### src/rtl/cad_dims_pkg.sv
// Fixed 8x8 image and 5x5 kernel only; no other sizes are supported
`default_nettype none

package cad_dims_pkg;

  // --------------------------------------------------
  // Geometry
  // --------------------------------------------------
  localparam int IMG_DIM  = 8;
  localparam int KER_DIM  = 5;
  localparam int CONV_DIM = IMG_DIM - KER_DIM + 1;
  localparam int POOL_DIM = CONV_DIM / 2;

  // Data widths
  localparam int PIX_W = 8;
  localparam int ACC_W = 20;

  // Load lengths and register file address widths
  localparam int IMG_PIXELS = IMG_DIM * IMG_DIM;
  localparam int KER_TAPS   = KER_DIM * KER_DIM;
  localparam int IMG_AW     = $clog2(IMG_PIXELS);
  localparam int KER_AW     = $clog2(KER_TAPS);

endpackage

`default_nettype wire
### src/rtl/cad_types_pkg.sv
// Coordinates are 3 bits wide, enough for the 8x8 image only
`default_nettype none

package cad_types_pkg;

  import cad_dims_pkg::*;

  typedef logic signed [PIX_W-1:0] pix_t;
  typedef logic signed [ACC_W-1:0] acc_t;
  typedef logic [2:0]              coord_t;
  typedef logic [6:0]              load_cnt_t;
  typedef logic [4:0]              bit_idx_t;

  typedef enum logic [1:0] {
    SEQ_IDLE,
    SEQ_LOAD_IMG,
    SEQ_LOAD_KER,
    SEQ_COMPUTE
  } seq_state_t;

  // Flags that ride along the pipeline with each kernel row
  typedef struct packed {
    logic first_row;
    logic last_row;
    logic last_in_window;
    logic first_in_window;
  } fetch_tag_t;

  typedef struct packed {
    logic       valid;
    coord_t     img_row;
    coord_t     img_col;
    coord_t     ker_row;
    fetch_tag_t tag;
  } fetch_req_t;

  // One image row segment and the matching kernel row
  typedef struct packed {
    logic                    valid;
    pix_t [KER_DIM-1:0]      pix;
    pix_t [KER_DIM-1:0]      wgt;
    fetch_tag_t              tag;
  } row_operands_t;

endpackage

`default_nettype wire

### src/rtl/cad_top.sv
// One job at a time; a new load may start once the sequencer is back in idle
`default_nettype none
`timescale 1ns/1ps

module cad_top
  import cad_types_pkg::*;
(
  input  logic clk,
  input  logic rst_n,
  input  logic in_valid,
  input  pix_t matrix,
  output logic out_valid,
  output logic out_value
);

  logic          wr_img;
  logic          wr_ker;
  load_cnt_t     wr_idx;
  fetch_req_t    fetch;
  row_operands_t operands;
  logic          sample_valid;
  acc_t          sample;
  logic          first_in_window;
  logic          last_in_window;
  logic          pooled_valid;
  acc_t          pooled;

  cad_sequencer sequencer_inst (
    .clk      (clk),
    .rst_n    (rst_n),
    .in_valid (in_valid),
    .wr_img   (wr_img),
    .wr_ker   (wr_ker),
    .wr_idx   (wr_idx),
    .fetch    (fetch)
  );

  cad_operand_store operand_store_inst (
    .clk      (clk),
    .rst_n    (rst_n),
    .wr_img   (wr_img),
    .wr_ker   (wr_ker),
    .wr_idx   (wr_idx),
    .wr_data  (matrix),
    .fetch    (fetch),
    .operands (operands)
  );

  cad_mac_accum mac_accum_inst (
    .clk             (clk),
    .rst_n           (rst_n),
    .operands        (operands),
    .sample_valid    (sample_valid),
    .sample          (sample),
    .first_in_window (first_in_window),
    .last_in_window  (last_in_window)
  );

  cad_max_pool max_pool_inst (
    .clk             (clk),
    .rst_n           (rst_n),
    .sample_valid    (sample_valid),
    .sample          (sample),
    .first_in_window (first_in_window),
    .last_in_window  (last_in_window),
    .pooled_valid    (pooled_valid),
    .pooled          (pooled)
  );

  cad_bit_serializer bit_serializer_inst (
    .clk          (clk),
    .rst_n        (rst_n),
    .pooled_valid (pooled_valid),
    .pooled       (pooled),
    .out_valid    (out_valid),
    .out_value    (out_value)
  );

endmodule

`default_nettype wire

### src/rtl/cad_bit_serializer.sv
// No back-pressure; pushes must be spaced so the two-entry buffer never overflows
`default_nettype none
`timescale 1ns/1ps

module cad_bit_serializer
  import cad_dims_pkg::*, cad_types_pkg::*;
(
  input  logic clk,
  input  logic rst_n,
  input  logic pooled_valid,
  input  acc_t pooled,
  output logic out_valid,
  output logic out_value
);

  acc_t       word_buf [2];
  logic       wr_ptr;
  logic       rd_ptr;
  logic [1:0] count;
  bit_idx_t   bit_cnt;
  logic       pop;

  // Last bit of the head word goes out this cycle
  assign pop = (count != 2'd0) && (bit_cnt == bit_idx_t'(ACC_W - 1));

  always_ff @(posedge clk)
  begin
    if (pooled_valid)
      word_buf[wr_ptr] <= pooled;
  end

  // --------------------------------------------------
  // Pointers, occupancy and bit position
  // --------------------------------------------------
  always_ff @(posedge clk or negedge rst_n)
  begin
    if (!rst_n)
    begin
      wr_ptr  <= 1'b0;
      rd_ptr  <= 1'b0;
      count   <= 2'd0;
      bit_cnt <= '0;
    end
    else
    begin
      if (pooled_valid)
        wr_ptr <= ~wr_ptr;
      if (pop)
      begin
        rd_ptr  <= ~rd_ptr;
        bit_cnt <= '0;
      end
      else if (count != 2'd0)
        bit_cnt <= bit_cnt + 1'b1;
      count <= count + {1'b0, pooled_valid} - {1'b0, pop};
    end
  end

  // LSB first while a word is held
  assign out_valid = (count != 2'd0);
  assign out_value = out_valid && word_buf[rd_ptr][bit_cnt];

  a_no_overflow: assert property (@(posedge clk) disable iff (!rst_n)
    pooled_valid |-> (count != 2'd2));

endmodule

`default_nettype wire

### src/rtl/cad_max_pool.sv
// Window flags are only looked at while sample_valid is high
`default_nettype none
`timescale 1ns/1ps

module cad_max_pool
  import cad_types_pkg::*;
(
  input  logic clk,
  input  logic rst_n,
  input  logic sample_valid,
  input  acc_t sample,
  input  logic first_in_window,
  input  logic last_in_window,
  output logic pooled_valid,
  output acc_t pooled
);

  acc_t run_max;

  // Signed compare where the first sample of a window always wins
  always_ff @(posedge clk)
  begin
    if (sample_valid)
    begin
      if (first_in_window || (sample > run_max))
        run_max <= sample;
    end
  end

  always_ff @(posedge clk or negedge rst_n)
  begin
    if (!rst_n)
      pooled_valid <= 1'b0;
    else
      pooled_valid <= sample_valid && last_in_window;
  end

  // Already includes the fourth sample when pooled_valid is high
  assign pooled = run_max;

endmodule

`default_nettype wire

### src/rtl/cad_mac_accum.sv
// Sums wrap silently at 20 bits; 8-bit operands over 25 taps never overflow
`default_nettype none
`timescale 1ns/1ps

module cad_mac_accum
  import cad_dims_pkg::*, cad_types_pkg::*;
(
  input  logic          clk,
  input  logic          rst_n,
  input  row_operands_t operands,
  output logic          sample_valid,
  output acc_t          sample,
  output logic          first_in_window,
  output logic          last_in_window
);

  acc_t       row_sum;
  logic       rs_valid;
  fetch_tag_t rs_tag;
  acc_t       rs_sum;
  acc_t       acc;

  // Five signed products of one kernel row
  always_comb
  begin
    row_sum = '0;
    for (int k = 0; k < KER_DIM; k++)
    begin
      row_sum = row_sum + acc_t'(operands.pix[k]) * acc_t'(operands.wgt[k]);
    end
  end

  always_ff @(posedge clk)
  begin
    rs_sum <= row_sum;
    // Restart on the first row, add the rest
    if (rs_valid)
      acc <= rs_tag.first_row ? rs_sum : acc + rs_sum;
  end

  always_ff @(posedge clk or negedge rst_n)
  begin
    if (!rst_n)
    begin
      rs_valid        <= 1'b0;
      rs_tag          <= '0;
      sample_valid    <= 1'b0;
      first_in_window <= 1'b0;
      last_in_window  <= 1'b0;
    end
    else
    begin
      rs_valid        <= operands.valid;
      rs_tag          <= operands.tag;
      sample_valid    <= rs_valid && rs_tag.last_row;
      first_in_window <= rs_tag.first_in_window;
      last_in_window  <= rs_tag.last_in_window;
    end
  end

  // Holds the full sum in the cycle after the last row
  assign sample = acc;

endmodule

`default_nettype wire

### src/rtl/cad_operand_store.sv
// Requested columns col..col+4 must lie inside the image; no bounds check is done
`default_nettype none
`timescale 1ns/1ps

module cad_operand_store
  import cad_dims_pkg::*, cad_types_pkg::*;
(
  input  logic          clk,
  input  logic          rst_n,
  input  logic          wr_img,
  input  logic          wr_ker,
  input  load_cnt_t     wr_idx,
  input  pix_t          wr_data,
  input  fetch_req_t    fetch,
  output row_operands_t operands
);

  pix_t img_rf [IMG_PIXELS];
  pix_t ker_rf [KER_TAPS];

  logic [IMG_AW-1:0] img_addr [KER_DIM];
  logic [KER_AW-1:0] ker_addr [KER_DIM];

  logic               op_valid;
  fetch_tag_t         op_tag;
  pix_t [KER_DIM-1:0] op_pix;
  pix_t [KER_DIM-1:0] op_wgt;

  // Row-major addresses of the five taps
  always_comb
  begin
    for (int k = 0; k < KER_DIM; k++)
    begin
      img_addr[k] = IMG_AW'(fetch.img_row * IMG_DIM + fetch.img_col + k);
      ker_addr[k] = KER_AW'(fetch.ker_row * KER_DIM + k);
    end
  end

  // --------------------------------------------------
  // Register files and operand read
  // --------------------------------------------------
  always_ff @(posedge clk)
  begin
    if (wr_img)
      img_rf[wr_idx[IMG_AW-1:0]] <= wr_data;
    if (wr_ker)
      ker_rf[wr_idx[KER_AW-1:0]] <= wr_data;
    if (fetch.valid)
    begin
      for (int k = 0; k < KER_DIM; k++)
      begin
        op_pix[k] <= img_rf[img_addr[k]];
        op_wgt[k] <= ker_rf[ker_addr[k]];
      end
    end
  end

  always_ff @(posedge clk or negedge rst_n)
  begin
    if (!rst_n)
    begin
      op_valid <= 1'b0;
      op_tag   <= '0;
    end
    else
    begin
      op_valid <= fetch.valid;
      op_tag   <= fetch.tag;
    end
  end

  assign operands = '{valid: op_valid, pix: op_pix, wgt: op_wgt, tag: op_tag};

endmodule

`default_nettype wire

### src/rtl/cad_sequencer.sv
// in_valid must stay high for 89 cycles per job; in_valid during compute is ignored
`default_nettype none
`timescale 1ns/1ps

module cad_sequencer
  import cad_dims_pkg::*, cad_types_pkg::*;
(
  input  logic       clk,
  input  logic       rst_n,
  input  logic       in_valid,
  output logic       wr_img,
  output logic       wr_ker,
  output load_cnt_t  wr_idx,
  output fetch_req_t fetch
);

  seq_state_t state;
  load_cnt_t  load_cnt;
  coord_t     win_row;
  coord_t     win_col;
  coord_t     pos_row;
  coord_t     pos_col;
  coord_t     ker_row;

  logic ker_last;
  logic pos_col_last;
  logic pos_row_last;
  logic win_col_last;
  logic step_pos_row;
  logic step_win_col;
  logic step_win_row;
  logic job_done;

  // Wrap points of the nested compute counters
  assign ker_last     = (ker_row == coord_t'(KER_DIM - 1));
  assign pos_col_last = (pos_col == coord_t'(CONV_DIM / POOL_DIM - 1));
  assign pos_row_last = (pos_row == coord_t'(CONV_DIM / POOL_DIM - 1));
  assign win_col_last = (win_col == coord_t'(POOL_DIM - 1));
  assign step_pos_row = ker_last && pos_col_last;
  assign step_win_col = step_pos_row && pos_row_last;
  assign step_win_row = step_win_col && win_col_last;
  assign job_done     = step_win_row && (win_row == coord_t'(POOL_DIM - 1));

  // --------------------------------------------------
  // State machine and counters
  // --------------------------------------------------
  always_ff @(posedge clk or negedge rst_n)
  begin
    if (!rst_n)
    begin
      state    <= SEQ_IDLE;
      load_cnt <= '0;
      win_row  <= '0;
      win_col  <= '0;
      pos_row  <= '0;
      pos_col  <= '0;
      ker_row  <= '0;
    end
    else
    begin
      case (state)
        SEQ_IDLE:
        begin
          // First pixel is written at index 0 in this cycle
          if (in_valid)
          begin
            load_cnt <= load_cnt_t'(1);
            state    <= SEQ_LOAD_IMG;
          end
        end
        SEQ_LOAD_IMG:
        begin
          if (load_cnt == load_cnt_t'(IMG_PIXELS - 1))
          begin
            load_cnt <= '0;
            state    <= SEQ_LOAD_KER;
          end
          else
            load_cnt <= load_cnt + 1'b1;
        end
        SEQ_LOAD_KER:
        begin
          if (load_cnt == load_cnt_t'(KER_TAPS - 1))
          begin
            load_cnt <= '0;
            state    <= SEQ_COMPUTE;
          end
          else
            load_cnt <= load_cnt + 1'b1;
        end
        SEQ_COMPUTE:
        begin
          ker_row <= ker_last ? '0 : ker_row + 1'b1;
          if (ker_last)
            pos_col <= pos_col_last ? '0 : pos_col + 1'b1;
          if (step_pos_row)
            pos_row <= pos_row_last ? '0 : pos_row + 1'b1;
          if (step_win_col)
            win_col <= win_col_last ? '0 : win_col + 1'b1;
          if (step_win_row)
            win_row <= job_done ? '0 : win_row + 1'b1;
          if (job_done)
            state <= SEQ_IDLE;
        end
        default:
          state <= SEQ_IDLE;
      endcase
    end
  end

  assign wr_img = in_valid && (state == SEQ_IDLE || state == SEQ_LOAD_IMG);
  assign wr_ker = in_valid && (state == SEQ_LOAD_KER);
  assign wr_idx = load_cnt;

  // One kernel row request per compute cycle
  always_comb
  begin
    fetch.valid   = (state == SEQ_COMPUTE);
    fetch.img_row = coord_t'(win_row * (CONV_DIM / POOL_DIM) + pos_row + ker_row);
    fetch.img_col = coord_t'(win_col * (CONV_DIM / POOL_DIM) + pos_col);
    fetch.ker_row = ker_row;
    fetch.tag.first_row       = (ker_row == '0);
    fetch.tag.last_row        = ker_last;
    fetch.tag.last_in_window  = pos_row_last && pos_col_last;
    fetch.tag.first_in_window = (pos_row == '0) && (pos_col == '0);
  end

  // Image and kernel must arrive as one unbroken burst
  a_load_burst: assert property (@(posedge clk) disable iff (!rst_n)
    (state == SEQ_LOAD_IMG || state == SEQ_LOAD_KER) |-> in_valid);

endmodule

`default_nettype wire

### config.mk
export PLATFORM = sky130hd
export DESIGN_NAME = cad_top
export DESIGN_NICKNAME = d
export VERILOG_FILES = /design/src/rtl/cad_dims_pkg.sv /design/src/rtl/cad_types_pkg.sv /design/src/rtl/cad_top.sv /design/src/rtl/cad_bit_serializer.sv /design/src/rtl/cad_max_pool.sv /design/src/rtl/cad_mac_accum.sv /design/src/rtl/cad_operand_store.sv /design/src/rtl/cad_sequencer.sv
export SDC_FILE = /design/constraint.sdc
export NUM_CORES = 2
export LEC_CHECK = 0
export BUFFER_PORTS_ARGS = -buffer_cell sky130_fd_sc_hd__buf_2
export CORE_AREA = 2 2 377 379
export CTS_CLUSTER_SIZE = 40
export DETAILED_ROUTE_END_ITERATION = 10
export DIE_AREA = 0 0 379 381
export PLACE_DENSITY = 0.62
export SYNTH_ARGS = -nofsm -noshare
export SYNTH_HDL_FRONTEND = slang
export SYNTH_SLANG_ARGS = --single-unit
### constraint.sdc
create_clock -name clk -period 9.3 [get_ports clk]
set_input_delay 1.86 -clock clk [delete_from_list [all_inputs] [get_ports clk]]
set_output_delay 1.86 -clock clk [all_outputs]
set_load 0.005 [all_outputs]
==> results by group <==
Finish
  – Seq. cell area: ~0.028 mm2
  – Final instance area: ~0.076 mm2
  – Commonest non-fill, non-tap cells in the layout: edfxtp_1 (872), mux4_2 (778), inv_1 (507), nand2_1 (379), fa_1 (328)
  – Multi-input logic area: 0.0392 mm2
  – Final std cells w/o fill: just under 7000
  – Fin nets: approximately 5500
  – Most common cell after layout, fill and taps aside: edfxtp_1
  – Area Growth Syn to Fin: 8.86%
  – Layout cells sized above 1: 23.6%
  – # fillers: between 10000 and 15000

Routing
  – Routed Wire Length: approximately 210000 um
  – Residual DRC: 0
  – Pre-antenna DRT Iters: 6
  – DR vias: 45642
  – Post-route ant nets: 0
  – DR iter-0 viols: 5692
  – WL/cell: 30.1 um
  – Vias per inst: ~6.6

Timing
  – RSZ-0062 raised after global routing: no
  – Max_slew headroom: between 10 and 15%
  – Final Slew Violations: 0
  – Max Clk Rate: about 130 MHz
  – Final period util: between 80% and 90%
  – Clk_skew: roughly 0.077 ns
  – Total negative setup slack: 0 ns
  – Endpoints failing hold: 0
  – Setup ws final: 1.61 ns
  – Tightest Pin Transition: ~1.3 ns
  – Setup violators final: 0
  – Final min period: around 7.7 ns

CTS
  – CTS root buffer: clkbuf_16
  – Later-pin clock latency in the skew report: between 0.7 and 0.8 ns
  – H-tree levels: 3
  – Worst-path clk slew: roughly 0.07 ns
  – Num CTS Buffers: roughly 110
  – CTS tree: built
  – # Post-CTS Setup Buffers: 0
  – Clock buffer depth: 3
  – CTS Sinks: 939
  – Hold_buf cts: 0
  – CTS-repair resized insts: 0

Worst setup path
  – CP Capture Type: flop
  – CP max stage cell: fa_1
  – CP max stage delay: roughly 0.57 ns
  – Worst Path Max Fanout: 8
  – CP required: about 9.9 ns
  – Cell mode on critical path: fa_1
  – Delay-heaviest family, CP: adder cells
  – Setup Crit Path Kind: reg2reg
  – Startpoint types: flop
  – WP data arrival: 8.32 ns
  – Buf/Inv on CP: 6

Logic synthesis
  – Async S/R FF share, synth: under 10%
  – Synthesized net count: 5574
  – Mapped Area: 0.0698 mm2
  – Leading area contributor after synthesis: edfxtp_1
  – Number of synthesized flops with an enable pin: between 800 and 900
  – Syn Area/Cell: ~14 um2
  – Seq cells post-synth: ~940
  – Synth top area share: a little under two fifths
  – Top cells by area, synth: edfxtp_1 (37%), mux4_2 (25%), fa_1 (9.4%)
  – Synth cell types: 76
  – Seq/Total Area, Yosys: around two fifths
  – Syn Inst Count: about 5000
  – Ys flop type: edfxtp_1
  – Yosys warning total: 0

Floorplanning
  – Top Ports: 13
  – Die Footprint: approximately 0.14 mm2
  – Row cnt: roughly 140
  – Initial Util: between 40% and 50%
  – Core box area: around 0.14 mm2
  – Die H: roughly 380 um
  – Die Wd: approximately 380 um

GRT
  – GRT Overall Usage: between 20% and 30%
  – First-pass GRT wire length: 308000 um
  – Largest net degree at the start of global routing: approximately 150
  – Number of global-route vias before repair: between 40000 and 50000
  – Initial antenna violation count: 10
  – Overflow after GRT: 0

Flow run
  – Max_cap viols: 0

Worst hold path
  – Min-delay worst type: reg2reg

Place
  – Placed cell area: roughly 0.072 mm2
  – Dpl ws: 1.63 ns
  – Post-Place Cells: just under 7000
  – Port Buffers: 12
  – Dpl hpwl: ~150000 um
  – Global placer's final weighted congestion: 0.927

Outcome
  – Outcome: finished, final reports clean
[metrics by stage]
step,util (%),hold slack [ns]
6_report,54.1,0.350
5_1_grt,54.1,0.353
4_1_cts,54.1,0.352
3_5_place_dp,51.5,0.339
3_3_place_gp,51.5,0.332
2_1_floorplan,-,0.331
[path summary, 6_finish.rpt]
kind,from,cells past startpoint,endpoint,slack [ns]
max,operand_store_inst.operands[65],29,mac_accum_inst.rs_sum[18],1.61
min,operand_store_inst.operands[0],0,mac_accum_inst.rs_tag[0],0.35
max reg2reg,operand_store_inst.operands[65],29,mac_accum_inst.rs_sum[18],1.61
min reg2reg,operand_store_inst.operands[0],0,mac_accum_inst.rs_tag[0],0.35
max in group asynchronous,rst_n,2,sequencer_inst.pos_col[0],7.43
min in group asynchronous,rst_n,2,sequencer_inst.ker_row[0],1.28
[routing by layer]
metal,global-route usage (%),wire length (um)
met4,13.2,11200
met5,0,54
met2,44.7,96200
met3,8.55,24600
met1,39.3,77800
[cell families after synthesis]
group | share of synthesized area [%]
AO/OA/AOI/OAI | 4.54
XOR/XNOR | 2.09
adder cells (fa/ha/maj) | 13.5
buffers and inverters | 4.57
flip-flops | 39.8
multiplexers | 28.3
AND/OR/NAND/NOR | 7.21
[registers in the layout, indices dropped and copies added, names as in the netlist, 2 cells and up]
name / cells
operand_store_inst.img_rf: 512
operand_store_inst.ker_rf: 200
operand_store_inst.operands: 84
bit_serializer_inst.word_buf: 40
mac_accum_inst.rs_sum: 20
mac_accum_inst.sample: 20
max_pool_inst.pooled: 20
sequencer_inst.wr_idx: 7
bit_serializer_inst.bit_cnt: 5
mac_accum_inst.rs_tag: 4
sequencer_inst.ker_row: 3
sequencer_inst.pos_col: 3
sequencer_inst.pos_row: 3
sequencer_inst.win_col: 3
sequencer_inst.win_row: 3
bit_serializer_inst.count: 2
sequencer_inst.state: 2
[layout make-up]
class,instances,share of cell area (%)
Antenna cell,7,0.0230
Clock buffer,124,3.62
Clock inverter,71,1.24
Inverter,508,2.51
Multi-Input combinational cell,3285,51.6
Sequential cell,939,36.5
Tap cell,1890,3.11
Timing Repair Buffer,133,1.39
[cell usage after synthesis, types with 18 or more instances]
cell type,n
nor2b_1,52
edfxtp_1,872
a211oi_1,31
o211ai_1,33
nand2_1,380
clkbuf_1,122
a21o_1,34
buf_1,41
inv_1,507
nand4_1,19
nor2_1,207
and2_1,211
dfrtp_1,47
mux4_2,778
ha_1,231
nor3_1,24
and3_1,18
nand3_1,68
xor2_1,39
mux2_2,47
nand2b_1,36
mux2i_1,169
xnor2_1,117
a21oi_1,144
buf_2,90
fa_1,328
dfxtp_1,20
o21ai_0,151
Power is not shown: default switching activity piles up to over one toggle a cycle in this logic, so the estimate is an artifact.
